===== config.mk =====
export PLATFORM = sky130hd
export DESIGN_NAME = controlUnit
export DESIGN_NICKNAME = d
export VERILOG_FILES = /design/src/design/controlPkg.sv /design/src/design/controlUnit.sv /design/src/design/phaseSequencer.sv /design/src/design/instructionDecoder.sv /design/src/design/conditionEvaluator.sv
export SDC_FILE = /design/constraint.sdc
export NUM_CORES = 1
export LEC_CHECK = 0
export ABC_CLOCK_PERIOD_IN_PS = 2100
export BUFFER_PORTS_ARGS = -buffer_cell sky130_fd_sc_hd__buf_2
export CAP_MARGIN = 20
export CORE_MARGIN = 2
export CORE_UTILIZATION = 30
export CTS_CLUSTER_SIZE = 24
export DETAILED_ROUTE_END_ITERATION = 8
export PLACE_DENSITY = 0.73
export SKIP_CTS_REPAIR_TIMING = 1
export SYNTH_ARGS = -nofsm -noshare
export SYNTH_HDL_FRONTEND = slang
export SYNTH_SLANG_ARGS = --single-unit

===== constraint.sdc =====
create_clock -name clock -period 2.1 [get_ports clock]
set_input_delay 0.42 -clock clock [delete_from_list [all_inputs] [get_ports clock]]
set_output_delay 0.42 -clock clock [all_outputs]
set_load 0.005 [all_outputs]

===== src/design/controlPkg.sv =====
`default_nettype none

package controlPkg;

    typedef struct packed {
        logic [3:0] major;
        logic [3:0] dest;   // Condition field for Bcond and Jcond
        logic [3:0] ext;
        logic [3:0] src;
    } instructionT;

    typedef struct packed {
        logic negative;
        logic zero;
        logic flag;
        logic low;
        logic carry;
    } psrT;

    typedef enum logic [3:0] {
        condEq = 4'd0,
        condNe = 4'd1,
        condCs = 4'd2,
        condCc = 4'd3,
        condHi = 4'd4,
        condLs = 4'd5,
        condGt = 4'd6,
        condLe = 4'd7,
        condFs = 4'd8,
        condFc = 4'd9,
        condLo = 4'd10,
        condHs = 4'd11,
        condLt = 4'd12,
        condGe = 4'd13,
        condUc = 4'd14,
        condNj = 4'd15
    } condCodeT;

    typedef enum logic [1:0] {
        phaseFetch,
        phaseDecode,
        phaseExecute,
        phaseWriteBack
    } phaseT;

    typedef enum logic [1:0] {
        immLoad     = 2'd0,
        immSigned   = 2'd1,
        immZero     = 2'd2,
        immHardZero = 2'd3
    } immKindT;

    typedef enum logic [1:0] {
        jumpNone,
        jumpAlways,
        jumpConditional
    } jumpKindT;

    typedef struct packed {
        immKindT immKind;
        logic    reg2OrImmediate;
        logic    pcOrRegister;
        logic    aluToRamAddress;
    } executePlanT;

    typedef struct packed {
        logic     registerWrite;
        logic     ramWrite;
        logic     ramToRegister;
        jumpKindT jumpKind;
    } writeBackPlanT;

    typedef struct packed {
        executePlanT   execute;
        writeBackPlanT writeBack;
        logic          skipWriteBack;  // Execute returns straight to fetch
    } instructionPlanT;

    typedef struct packed {
        logic       pcEnable;
        logic       pcIncrementOrWrite;
        logic       blockRamWriteEnable;
        logic       registerFileWriteEnable;
        immKindT    integerTypeSelection;
        logic       reg2OrImmediate;
        logic       pcOrRegister;
        logic       writeBackFromRam;
        logic       pcOrAluOutputRamRead;
        logic       irReadEnable;
        logic       aluEnable;
        logic [3:0] registerWriteAddress;
    } controlT;

    localparam logic [3:0] opRType     = 4'd0;
    localparam logic [3:0] opAndi      = 4'd1;
    localparam logic [3:0] opOri       = 4'd2;
    localparam logic [3:0] opXori      = 4'd3;
    localparam logic [3:0] opLoadStore = 4'd4;
    localparam logic [3:0] opAddi      = 4'd5;
    localparam logic [3:0] opShift     = 4'd8;
    localparam logic [3:0] opSubi      = 4'd9;
    localparam logic [3:0] opCmpi      = 4'd11;
    localparam logic [3:0] opBcond     = 4'd12;
    localparam logic [3:0] opMovi      = 4'd13;
    localparam logic [3:0] opLui       = 4'd15;

    localparam logic [3:0] extCmp   = 4'd11;
    localparam logic [3:0] extLoad  = 4'd0;
    localparam logic [3:0] extStore = 4'd4;
    localparam logic [3:0] extJal   = 4'd8;
    localparam logic [3:0] extJcond = 4'd12;

    localparam controlT controlIdle = '{
        pcEnable:                1'b0,
        pcIncrementOrWrite:      1'b0,
        blockRamWriteEnable:     1'b0,
        registerFileWriteEnable: 1'b0,
        integerTypeSelection:    immLoad,
        reg2OrImmediate:         1'b0,
        pcOrRegister:            1'b1,
        writeBackFromRam:        1'b0,
        pcOrAluOutputRamRead:    1'b0,
        irReadEnable:            1'b0,
        aluEnable:               1'b0,
        registerWriteAddress:    4'd0
    };

endpackage

`default_nettype wire

===== src/design/controlUnit.sv =====
`timescale 1ns/1ps
`default_nettype none

module controlUnit (
    input  logic                    clock,
    input  logic                    reset,
    input  controlPkg::instructionT instruction,
    input  controlPkg::psrT         psr,
    output controlPkg::controlT     control
);
    import controlPkg::*;

    instructionPlanT plan;
    logic            taken;
    logic            isRType;

    assign isRType = instruction.major == opRType;  // Only R-type writes dest in execute

    instructionDecoder instructionDecoder_i (
        .instruction (instruction),
        .plan        (plan)
    );

    conditionEvaluator conditionEvaluator_i (
        .psr   (psr),
        .cond  (condCodeT'(instruction.dest)),
        .taken (taken)
    );

    phaseSequencer phaseSequencer_i (
        .clock   (clock),
        .reset   (reset),
        .plan    (plan),
        .taken   (taken),
        .dest    (instruction.dest),
        .isRType (isRType),
        .control (control)
    );

endmodule

`default_nettype wire


===== src/design/phaseSequencer.sv =====
`timescale 1ns/1ps
`default_nettype none

module phaseSequencer (
    input  logic                        clock,
    input  logic                        reset,
    input  controlPkg::instructionPlanT plan,
    input  logic                        taken,
    input  logic [3:0]                  dest,
    input  logic                        isRType,
    output controlPkg::controlT         control
);
    import controlPkg::*;

    phaseT phase;
    phaseT nextPhase;

    always_ff @(posedge clock) begin
        if (!reset) begin
            phase <= phaseFetch;
        end else begin
            phase <= nextPhase;
        end
    end

    always_comb begin
        case (phase)
            phaseFetch:     nextPhase = phaseDecode;
            phaseDecode:    nextPhase = phaseExecute;
            phaseExecute:   nextPhase = plan.skipWriteBack ? phaseFetch : phaseWriteBack;
            phaseWriteBack: nextPhase = phaseFetch;
            default:        nextPhase = phaseFetch;
        endcase
    end

    always_comb begin
        control = controlIdle;
        case (phase)
            phaseFetch: begin
                control.irReadEnable = 1'b1;
            end
            phaseDecode: begin
                control = controlIdle;
            end
            phaseExecute: begin
                control.aluEnable = 1'b1;
                control.integerTypeSelection = plan.execute.immKind;
                control.reg2OrImmediate = plan.execute.reg2OrImmediate;
                control.pcOrRegister = plan.execute.pcOrRegister;
                control.pcOrAluOutputRamRead = plan.execute.aluToRamAddress;
                control.registerWriteAddress = isRType ? dest : 4'd0;
                control.pcEnable = plan.skipWriteBack;  // Last cycle of CMP and no-ops
            end
            phaseWriteBack: begin
                control.pcEnable = 1'b1;
                control.registerFileWriteEnable = plan.writeBack.registerWrite;
                control.blockRamWriteEnable = plan.writeBack.ramWrite;
                control.writeBackFromRam = plan.writeBack.ramToRegister;
                control.pcOrAluOutputRamRead = plan.writeBack.ramToRegister;
                control.registerWriteAddress = plan.writeBack.registerWrite ? dest : 4'd0;
                case (plan.writeBack.jumpKind)
                    jumpAlways:      control.pcIncrementOrWrite = 1'b1;
                    jumpConditional: control.pcIncrementOrWrite = taken;
                    default:         control.pcIncrementOrWrite = 1'b0;
                endcase
            end
            default: begin
                control = controlIdle;
            end
        endcase
    end

endmodule

`default_nettype wire


===== src/design/instructionDecoder.sv =====
`timescale 1ns/1ps
`default_nettype none

module instructionDecoder (
    input  controlPkg::instructionT     instruction,
    output controlPkg::instructionPlanT plan
);
    import controlPkg::*;

    always_comb begin
        plan = '0;
        plan.execute.immKind = immLoad;
        plan.execute.pcOrRegister = 1'b1;
        plan.writeBack.jumpKind = jumpNone;

        case (instruction.major)
            opRType: begin
                plan.writeBack.registerWrite = instruction.ext != extCmp;
                plan.skipWriteBack = instruction.ext == extCmp;  // CMP sets flags only
            end
            opAndi, opOri, opXori, opMovi: begin
                plan.execute.reg2OrImmediate = 1'b1;
                plan.execute.immKind = immZero;
                plan.writeBack.registerWrite = 1'b1;
            end
            opAddi, opSubi: begin
                plan.execute.reg2OrImmediate = 1'b1;
                plan.execute.immKind = immSigned;
                plan.writeBack.registerWrite = 1'b1;
            end
            opCmpi: begin
                plan.execute.reg2OrImmediate = 1'b1;
                plan.execute.immKind = immSigned;
                plan.skipWriteBack = 1'b1;
            end
            opLui: begin
                plan.execute.reg2OrImmediate = 1'b1;
                plan.execute.immKind = immLoad;  // Upper byte load
                plan.writeBack.registerWrite = 1'b1;
            end
            opShift: begin
                // LSH and ASHU take the amount from a register
                plan.execute.reg2OrImmediate =
                    !(instruction.ext == 4'b0100 || instruction.ext == 4'b0110);
                plan.writeBack.registerWrite = 1'b1;
            end
            opLoadStore: begin
                case (instruction.ext)
                    extLoad: begin
                        plan.execute.aluToRamAddress = 1'b1;
                        plan.writeBack.registerWrite = 1'b1;
                        plan.writeBack.ramToRegister = 1'b1;
                    end
                    extStore: begin
                        plan.execute.reg2OrImmediate = 1'b1;
                        plan.execute.immKind = immHardZero;
                        plan.writeBack.ramWrite = 1'b1;
                    end
                    extJcond: begin
                        plan.execute.reg2OrImmediate = 1'b1;
                        plan.execute.immKind = immHardZero;  // Target comes from register
                        plan.writeBack.jumpKind = jumpConditional;
                    end
                    extJal: begin
                        plan.execute.reg2OrImmediate = 1'b1;
                        plan.execute.immKind = immHardZero;
                        plan.writeBack.jumpKind = jumpAlways;
                    end
                    default: begin
                        plan.skipWriteBack = 1'b1;
                    end
                endcase
            end
            opBcond: begin
                plan.execute.pcOrRegister = 1'b0;  // PC-relative target
                plan.execute.reg2OrImmediate = 1'b1;
                plan.execute.immKind = immLoad;
                plan.writeBack.jumpKind = jumpConditional;
            end
            default: begin
                // ADDUI, ADDCI, SUBCI and MULI behave as no-ops
                plan.skipWriteBack = 1'b1;
            end
        endcase
    end

endmodule

`default_nettype wire


===== src/design/conditionEvaluator.sv =====
`timescale 1ns/1ps
`default_nettype none

module conditionEvaluator (
    input  controlPkg::psrT      psr,
    input  controlPkg::condCodeT cond,
    output logic                 taken
);
    import controlPkg::*;

    always_comb begin
        case (cond)
            condEq: taken = psr.zero;
            condNe: taken = !psr.zero;
            condCs: taken = psr.carry;
            condCc: taken = !psr.carry;
            condHi: taken = psr.low;
            condLs: taken = !psr.low;
            condGt: taken = psr.negative;
            condLe: taken = !psr.negative;
            condFs: taken = psr.flag;
            condFc: taken = !psr.flag;
            condLo: begin
                taken = !psr.low && !psr.zero;
            end
            condHs: begin
                taken = psr.low || psr.zero;
            end
            condLt: begin
                taken = !psr.negative && !psr.zero;
            end
            condGe: begin
                taken = psr.zero || psr.negative;
            end
            condUc: taken = 1'b1;   // Unconditional
            condNj: taken = 1'b0;   // Never jump
            default: taken = 1'b0;
        endcase
    end

endmodule

`default_nettype wire


==> results.sh, run 1 <==
export IMPL_outcome="complete, but fails checks"
export IMPL_violations="negative setup slack"
export IMPL_antenna_found_initial=0
export IMPL_overflow=0
export IMPL_p_leak_nw=0.521
export IMPL_crit_family="simple AND/OR/NAND/NOR gates"
export IMPL_cp_max_fo=3
export IMPL_layout_setup_ws_ns=-0.112
export IMPL_synth_xor_area_share_pct=0
export IMPL_cts_max_path_buffers=2
export IMPL_ir_worst_vdd_mv=0.179
export IMPL_grt_first_pass_wirelength_mm=2.75
export IMPL_cts_tree="yes"
export IMPL_seq_area_um2=40.0
export IMPL_post_route_min_period_ns=2.21
export IMPL_p_switching_mw=0.106
export IMPL_viasPerCell=5.14
export IMPL_fp_dieH_um=50.0
export IMPL_synth_compound_area_share_pct=29.2
export IMPL_synth_seq_area_share_pct=6.31
export IMPL_final_max_slew_viol_count=0
export IMPL_clk_pin_slew_ns=0.03
export IMPL_row_count=16
export IMPL_first_iter_violations=8
export IMPL_largest_register="phaseSequencer_i.phase"
export IMPL_yosys_warnings=0
export IMPL_vias=884
export IMPL_synth_async_reset_ratio_pct=0
export IMPL_hold_path_class="input pin to flip-flop"
export IMPL_finalCritPeriodShare_pct=105
export IMPL_drive_above_1_share_pct=53.8
export IMPL_die_area_mm2=0.00250
export IMPL_slowest_delay_ns=0.31
export IMPL_powerDensity_mw_per_mm2=273
export IMPL_area_growth_pct=77.3
export IMPL_die_w_um=50.0
export IMPL_setup_viol=2
export IMPL_setup_tns_ns=-0.115
export IMPL_cp_slowest_cell="a2111oi_2"
export IMPL_rsz0062_at_grt="true"
export IMPL_p_seq_share_pct=16.0
export IMPL_synth_area_um2=634
export IMPL_muxShareOfSynthArea_pct=4.14
export IMPL_synth_ff_type="dfxtp_1"
export IMPL_diodes=0
export IMPL_clock_sinks=2
export IMPL_internal_power_mw=0.200
export IMPL_multiInputGateArea_um2=608
export IMPL_max_freq_ghz=0.452
export IMPL_synth_top_family_by_area="simple AND/OR/NAND/NOR gates"
export IMPL_skew_ns=0.00167
export IMPL_synth_nets=114
export IMPL_fillCellCount=192
export IMPL_worst_pin_slew_ns=0.363
export IMPL_drtAntennaViolNets=0
export IMPL_synthAdderAreaFrac_pct=3.94
export IMPL_cts_max_level=1
export IMPL_cp_cell_sequence="buf_2 -> nor2_4 -> and3_1 -> o211ai_1 -> inv_1 -> ha_2 -> nand2b_1 -> a2111oi_2 -> nand3b_1 -> buf_2"
export IMPL_avgSynthCellArea_um2=7.13
export IMPL_drc=0
export IMPL_cts_buffers_inserted=3
export IMPL_critPathKind="input pin to primary output"
export IMPL_worst_path_most_repeated_cell="buf_2"
export IMPL_numPortBuffers=34
export IMPL_dpl_hpwl_mm=1.46
export IMPL_swShare_pct=34.7
export IMPL_yosys_cell_types_count=42
export IMPL_finalNonFillerCells=172
export IMPL_arrival_ns=1.79
export IMPL_core_area_mm2=0.00198
export IMPL_ios=39
export IMPL_dp_cells=160
export IMPL_relSlewSlack_pct=75.6
export IMPL_initial_core_util_pct=32.0
export IMPL_largest_reg_flops=2
export IMPL_synthSimpleGateAreaFrac_pct=48.1
export IMPL_required_ns=1.68
export IMPL_num_nets_final=172
export IMPL_grt_pass1_vias=651
export IMPL_synth_cells=89
export IMPL_gp_congestion=0.863
export IMPL_ys_ff_latch=2
export IMPL_drtPass1Iterations=5
export IMPL_wirelength_mm=2.13
export IMPL_start_kind="input pin"
export IMPL_grt_total_usage_pct=13.4
export IMPL_crit_buf_inv=3
export IMPL_maxCapViolCount=0
export IMPL_cp_end_kind="primary output"
export IMPL_reg_largest_list="phaseSequencer_i.phase (2)"
export IMPL_power_frac_comb_pct=57.7
export IMPL_synth_edf_count=0
export IMPL_clkPwrFrac_pct=26.4
export IMPL_root_buffer="clkbuf_4"
export IMPL_hold_viol=0
export IMPL_clock_latency_ns=0.22
export IMPL_grt_start_max_net_pins=16
export IMPL_wire_per_inst_um=12.4
-- power groups by stage --
stage	Combinational, mW	Clock (mW)	Sequential (mW)
floorplan	0.0720	0	0.0474
global placement	0.128	0	0.0487
detailed placement	0.132	0	0.0493
CTS	0.133	0.0850	0.0487
global route	0.192	0.0862	0.0499
finish	0.177	0.0809	0.0489
-- placed cells by master, fill, tap and decap left out, drive strengths merged, types with 3 or more instances in the layout --
master  count
buf        56
nor2        9
o21ai       8
nand2b      6
and2        6
inv         5
nand2       5
nand4       4
a31oi       4
clkbuf      4
and3        3
-- worst paths after layout --
path,from,to,slack [ns],cells after the start
setup reg to reg,phaseSequencer_i.phase[0],phaseSequencer_i.phase[1],1.10,4
setup / recovery,instruction[4],control[14],-0.11,10
hold / removal,reset,phaseSequencer_i.phase[1],0.47,3
hold reg to reg,phaseSequencer_i.phase[1],phaseSequencer_i.phase[0],0.54,1
-- cells by family (layout without fill, tap and decap cells) --
kind of cell,count (synthesis),count (layout)
buf+inv,9,65
fa+ha+maj,2,2
compound gates,25,25
mux,2,2
flops,2,2
simple gates,49,49
-- through the flow --
stage | hold slack (ns) | power, mW | cell area (um^2) | utilization [%] | worst slack (ns)
after detailed placement | 0.539 | 0.182 | 910 | 45.9 | -0.188
after global routing | 0.472 | 0.328 | 1120 | 56.8 | -0.194
after CTS | 0.461 | 0.266 | 932 | 47.0 | -0.188
after floorplan | 0.479 | 0.119 | 634 | - | 0.00198
final | 0.467 | 0.307 | 1120 | 56.8 | -0.112
after global placement | 0.508 | 0.177 | 910 | 45.9 | -0.135
-- cell type report --
type,count,area share (%)
multi-input combinational,78,54.1
timing repair buffer,57,35.7
sequential,2,3.56
tap,27,3.00
clock buffer,3,2.00
inverter,5,1.67
-- metal layers --
| metal | vias to the layer above | routed length [um] | track usage [%] |
|---|---|---|---|
| met5 | - | 0 | 0 |
| met4 | 0 | 0 | 1.39 |
| met3 | 0 | 117 | 1.52 |
| met2 | 29 | 1120 | 24.6 |
| met1 | 405 | 892 | 17.1 |
| li1 | 450 | - | - |
-- Yosys cell counts (2+ instances only) --
library cell  instances  area [um^2]
nor2_1                8         30.0
and2_1                6         37.5
nand2b_1              6         37.5
o21ai_0               6         30.0
inv_1                 5         18.8
nand2_1               5         18.8
a31oi_1               4         25.0
nand4_1               4         25.0
a21oi_1               2         10.0
and3_1                2         12.5
and4bb_2              2         25.0
buf_6                 2         22.5
dfxtp_1               2         40.0
ha_1                  2         25.0
nand3_1               2         10.0
nand3b_1              2         15.0
nand4b_1              2         17.5
nor3b_1               2         15.0
o21ai_1               2         10.0
-- tightest hold or removal path: cells and delay by family --
kind	cells	cell delay [ns]
AO/OA/AOI/OAI	1	0.05
buffers and inverters	1	0.11
AND/OR/NAND/NOR	1	0.05
Note: power is estimated with default switching activity, not from simulation.
==> run 2: changes to the inputs <==
--- a/config.mk
+++ b/config.mk
@@ -7,7 +7,7 @@
 export LEC_CHECK = 0
 export ABC_CLOCK_PERIOD_IN_PS = 2100
 export BUFFER_PORTS_ARGS = -buffer_cell sky130_fd_sc_hd__buf_2
-export CAP_MARGIN = 20
+export CAP_MARGIN = 0
 export CORE_MARGIN = 2
 export CORE_UTILIZATION = 30
 export CTS_CLUSTER_SIZE = 24
==> constraint.sdc (replaced) <==
create_clock -name clock -period 2.1 [get_ports clock]
set_input_delay 0.42 -clock clock [delete_from_list [all_inputs] [get_ports clock]]
set_output_delay 0.42 -clock clock [all_outputs]
set_load 0.1 [all_outputs]
==> run 2 against run 1 <==
Compared with the run above: the run still ends with negative setup slack left; critical endpoint unchanged; non-clock buffer count is the same; fmax shrank 9.4%; clock-buffer cell count is the same; largest power group unchanged; clock skew grew 0.0068 ns; first-iteration DRC count is the same; hold slack lost 0.0091 ns; critical path type unchanged; power grew 40%; via count grew 6.1%.
==> results.sh, run 2 (synthesis gave the netlist of run 1 again) <==
export IMPL_min_to="phaseSequencer_i.phase[1]"
export IMPL_fin_area_mm2=0.00143
export IMPL_maxCapViolCount=0
export IMPL_ios=39
export IMPL_required_ns=1.68
export IMPL_skew_ns=0.00848
export IMPL_clk_pin_slew_ns=0.03
export IMPL_layout_common_cells="buf_4, buf_2, buf_12"
export IMPL_largest_reg_flops=2
export IMPL_detailed_place_area_mm2=0.00126
export IMPL_grt_pass1_vias=839
export IMPL_row_count=16
export IMPL_layout_setup_ws_ns=-0.342
export IMPL_start_kind="input pin"
export IMPL_viasPerCell=5.45
export IMPL_grt_start_max_net_pins=16
export IMPL_hp_start="reset"
export IMPL_cp_end_kind="primary output"
export IMPL_arrival_ns=2.02
export IMPL_wirelength_mm=2.38
export IMPL_gp_congestion=0.948
export IMPL_largest_register="phaseSequencer_i.phase"
export IMPL_ir_worst_vdd_mv=0.205
export IMPL_cts_tree="yes"
export IMPL_relSlewSlack_pct=67.8
export IMPL_root_buffer="clkbuf_4"
export IMPL_wire_per_inst_um=13.8
export IMPL_numPortBuffers=34
export IMPL_reg2reg_from="phaseSequencer_i.phase[0]"
export IMPL_core_area_mm2=0.00198
export IMPL_post_route_min_period_ns=2.44
export IMPL_first_iter_violations=8
export IMPL_finalPower_mw=0.428
export IMPL_drive_above_1_share_pct=63.4
export IMPL_reg2regPathDepth=4
export IMPL_reg_largest_list="phaseSequencer_i.phase (2)"
export IMPL_worst_pin_slew_ns=0.487
export IMPL_hold_viol=0
export IMPL_finalCritPeriodShare_pct=116
export IMPL_initial_core_util_pct=32.0
export IMPL_cp_max_fo=2
export IMPL_clock_latency_ns=0.23
export IMPL_clock_sinks=2
export IMPL_die_w_um=50.0
export IMPL_fin_util_pct=72.2
export IMPL_diodes=0
export IMPL_fp_dieH_um=50.0
export IMPL_final_common_cell="buf_4"
export IMPL_overflow=0
export IMPL_drtPass1Iterations=4
export IMPL_hold_path_class="input pin to flip-flop"
export IMPL_drtAntennaViolNets=0
export IMPL_area_growth_pct=125
export IMPL_cts_max_level=1
export IMPL_die_area_mm2=0.00250
export IMPL_cts_buffers_inserted=3
export IMPL_p_leak_nw=0.557
export IMPL_drc=0
export IMPL_grt_first_pass_wirelength_mm=3.33
export IMPL_critPathKind="input pin to primary output"
export IMPL_num_nets_final=172
export IMPL_rsz0062_at_grt="true"
export IMPL_dpl_hpwl_mm=1.80
export IMPL_timing_rr_end="phaseSequencer_i.phase[1]"
export IMPL_antenna_found_initial=0
export IMPL_final_max_slew_viol_count=0
export IMPL_hold_depth=3
export IMPL_grt_total_usage_pct=16.3
export IMPL_powerDensity_mw_per_mm2=299
export IMPL_outcome="complete, but fails checks"
export IMPL_setup_viol=6
export IMPL_vias=938
export IMPL_reg2reg_setup_slack_ns=0.97
export IMPL_max_freq_ghz=0.410
export IMPL_violations="negative setup slack"
export IMPL_hold_ws_ns=0.458
export IMPL_cts_max_path_buffers=2
## run 2: cell count changes in the layout (fill, tap and decap cells not counted), moves of 2 or more
cell / change
and2_4: +4
buf_4: +4
nor2_1: -2
a31oi_1: -3
a31oi_4: +3
and2_1: -4
buf_8: -2
buf_12: +13
buf_2: -16
nor2_2: +2
## run 2: worst max-delay path by stage
stage / to / from
after global placement: control[14] / instruction[15]
after global routing: control[14] / instruction[6]
after CTS: control[14] / instruction[4]
after detailed placement: control[14] / instruction[4]
final: control[14] / instruction[15]
after floorplan: control[14] / instruction[12]
## run 2: final cells by class
type                    count  area [um^2]
clock buffers               3         22.5
fillers                   140          552
inverters                   5         22.5
multi-input cells          78          716
flip-flops and latches      2         40.0
well taps                  27         33.8
repair buffers             57          596
## run 2: per-layer routing
metal / track usage [%] / vias up / part of all wire (%)
met5: 0 / - / 0
met4: 3.70 / 0 / 1.9
met3: 0.909 / 6 / 4.6
met2: 34.0 / 41 / 56
met1: 17.1 / 441 / 37
li1: - / 450 / -
## run 2: report_power, final
part	switching [mW]	total (mW)	internal [mW]
Sequential	0.00760	0.0497	0.0421
Combinational	0.175	0.294	0.120
Clock	0.0213	0.0843	0.0630
## run 2: metrics by stage
stage / cells / setup WS [ns] / setup TNS [ns]
final: 172 / -0.342 / -1.26
after global routing: 172 / -0.389 / -1.64
after CTS: 170 / -0.349 / -1.66
after detailed placement: 167 / -0.354 / -1.57
after global placement: 167 / -0.260 / -1.29
after floorplan: 89 / -0.551 / -2.21
## run 2: critical path: stages
cell	delay [ns]
buf_6	0.09
and2b_1	0.21
and3_4	0.19
nand3b_1	0.15
ha_4	0.27
a2111oi_4	0.30
nand3b_1	0.20
buf_12	0.19
==> run 3: changes to the inputs <==
--- a/config.mk
+++ b/config.mk
@@ -8,10 +8,12 @@
 export ABC_CLOCK_PERIOD_IN_PS = 2100
 export BUFFER_PORTS_ARGS = -buffer_cell sky130_fd_sc_hd__buf_2
 export CAP_MARGIN = 0
+export CORE_ASPECT_RATIO = 0.8
 export CORE_MARGIN = 2
 export CORE_UTILIZATION = 30
 export CTS_CLUSTER_SIZE = 24
 export DETAILED_ROUTE_END_ITERATION = 8
+export MAX_ROUTING_LAYER = met4
 export PLACE_DENSITY = 0.73
 export SKIP_CTS_REPAIR_TIMING = 1
 export SYNTH_ARGS = -nofsm -noshare
==> run 3 against run 2 <==
Compared with the run above: the flow still finishes with violations (negative setup slack); highest routed layer unchanged; non-clock buffer count decreased by 1; sequential share of layout area up 0.16 points; sequential cell count unchanged; register-to-register slack is essentially flat; clock skew is 0.0055 ns lower; worst setup slack got worse by 0.0051 ns; critical path type unchanged; first-iteration DRC count rose to 4.0 times the previous value; clock power grew 0.9%; global-route usage increased by 3.0 points; largest power group unchanged.
==> results.sh, run 3 (synthesis gave the netlist of run 1 again) <==
export IMPL_wirelength_mm=2.47
export IMPL_vias=920
export IMPL_detailed_place_area_mm2=0.00123
export IMPL_met3_length_um=81
export IMPL_max_freq_ghz=0.409
export IMPL_wire_per_inst_um=14.7
export IMPL_ir_worst_vdd_mv=0.336
export IMPL_min_to="phaseSequencer_i.phase[1]"
export IMPL_num_nets_final=171
export IMPL_topRoutingLayerUsed="met4"
export IMPL_drive_above_1_share_pct=61.8
export IMPL_first_iter_violations=32
export IMPL_hold_viol=0
export IMPL_slowest_delay_ns=0.29
export IMPL_finalNonFillerCells=168
export IMPL_fillCellCount=133
export IMPL_initial_core_util_pct=32.6
export IMPL_critPathKind="input pin to primary output"
export IMPL_diodes=0
export IMPL_fp_dieH_um=45.1
export IMPL_clock_sinks=2
export IMPL_finalCritPeriodShare_pct=117
export IMPL_cts_buffers_inserted=3
export IMPL_drc=0
export IMPL_reg2regPathDepth=4
export IMPL_arrival_ns=2.03
export IMPL_setup_viol=7
export IMPL_grt_pass1_vias=903
export IMPL_die_area_mm2=0.00250
export IMPL_grt_first_pass_wirelength_mm=3.78
export IMPL_dp_cells=162
export IMPL_hold_depth=3
export IMPL_wl_met1_mm=1.00
export IMPL_largest_reg_flops=2
export IMPL_final_common_cell="buf_4"
export IMPL_finalPower_mw=0.413
export IMPL_ios=39
export IMPL_powerDensity_mw_per_mm2=305
export IMPL_die_w_um=55.4
export IMPL_viasPerCell=5.48
export IMPL_cts_max_level=1
export IMPL_violations="negative setup slack"
export IMPL_p_leak_nw=0.539
export IMPL_start_kind="input pin"
export IMPL_core_area_mm2=0.00194
export IMPL_timing_rr_end="phaseSequencer_i.phase[1]"
export IMPL_hp_start="reset"
export IMPL_maxCapViolCount=0
export IMPL_hold_path_class="input pin to flip-flop"
export IMPL_multiInputGateArea_um2=688
export IMPL_cp_slowest_cell="a2111oi_4"
export IMPL_cp_max_fo=3
export IMPL_relSlewSlack_pct=68.0
export IMPL_root_buffer="clkbuf_4"
export IMPL_worst_pin_slew_ns=0.484
export IMPL_numPortBuffers=34
export IMPL_drtAntennaViolNets=0
export IMPL_reg2reg_from="phaseSequencer_i.phase[0]"
export IMPL_layout_common_cells="buf_4, buf_2, buf_12"
export IMPL_fin_area_mm2=0.00136
export IMPL_overflow=0
export IMPL_skew_ns=0.00300
export IMPL_drtPass1Iterations=4
export IMPL_gp_congestion=0.845
export IMPL_reg2reg_setup_slack_ns=0.98
export IMPL_required_ns=1.68
export IMPL_grt_total_usage_pct=19.3
export IMPL_cts_tree="yes"
export IMPL_layout_setup_ws_ns=-0.347
export IMPL_antenna_found_initial=0
export IMPL_cp_cell_sequence="buf_6 -> nor2_4 -> and3_1 -> o211ai_1 -> inv_1 -> ha_4 -> a2111oi_4 -> nand3b_1 -> buf_12"
export IMPL_post_route_min_period_ns=2.45
export IMPL_seq_area_um2=40.0
export IMPL_area_growth_pct=114
export IMPL_reg_largest_list="phaseSequencer_i.phase (2)"
export IMPL_clock_latency_ns=0.22
export IMPL_final_max_slew_viol_count=0
export IMPL_outcome="complete, but fails checks"
export IMPL_cp_end_kind="primary output"
export IMPL_rsz0062_at_grt="true"
export IMPL_grt_start_max_net_pins=16
export IMPL_clk_pin_slew_ns=0.03
export IMPL_dpl_hpwl_mm=1.87
export IMPL_largest_register="phaseSequencer_i.phase"
export IMPL_met2_length_mm=1.36
export IMPL_cts_max_path_buffers=2
export IMPL_row_count=14
[run 3: report_power, final]
group          switching, mW  internal (mW)
Clock                 0.0221         0.0631
Sequential           0.00758         0.0420
Combinational          0.170          0.109
Total                  0.199          0.214
[run 3: layout make-up]
class,count,share of cell area [%]
inverter,5,1.66
tap,24,2.22
sequential,2,2.95
multi-input combinational,78,50.8
timing repair buffer,56,40.7
clock buffer,3,1.66
[run 3: worst max-delay path, delay by kind of cell]
| family | cells | cell delay [ns] |
|---|---|---|
| AOI/OAI and AO/OA | 2 | 0.53 |
| adders and majority gates | 1 | 0.27 |
| and+or+nand+nor | 3 | 0.41 |
| buffers and inverters | 3 | 0.39 |
[run 3: how the worst max path moves through the flow]
stage | to | cells after the start | start
final | control[14] | 9 | instruction[4]
after global routing | control[14] | 9 | instruction[4]
after CTS | control[14] | 10 | instruction[4]
after detailed placement | control[14] | 10 | instruction[4]
after global placement | control[14] | 8 | instruction[15]
after floorplan | control[14] | 7 | instruction[12]
[run 3: through the flow]
| stage | util, % | hold slack [ns] | setup TNS [ns] | worst slack [ns] |
|---|---|---|---|---|
| after floorplan | - | 0.490 | -2.21 | -0.551 |
| after global placement | 63.1 | 0.521 | -0.807 | -0.266 |
| after detailed placement | 63.1 | 0.542 | -1.17 | -0.333 |
| after CTS | 64.2 | 0.450 | -1.23 | -0.356 |
| after global routing | 69.7 | 0.462 | -1.50 | -0.472 |
| final | 69.7 | 0.453 | -1.02 | -0.347 |
[run 3: metal layers]
metal / vias up / track usage (%)
met5: - / -
met4: 0 / 4.39
met3: 2 / 1.15
met2: 25 / 39.5
met1: 445 / 20.8
li1: 448 / -
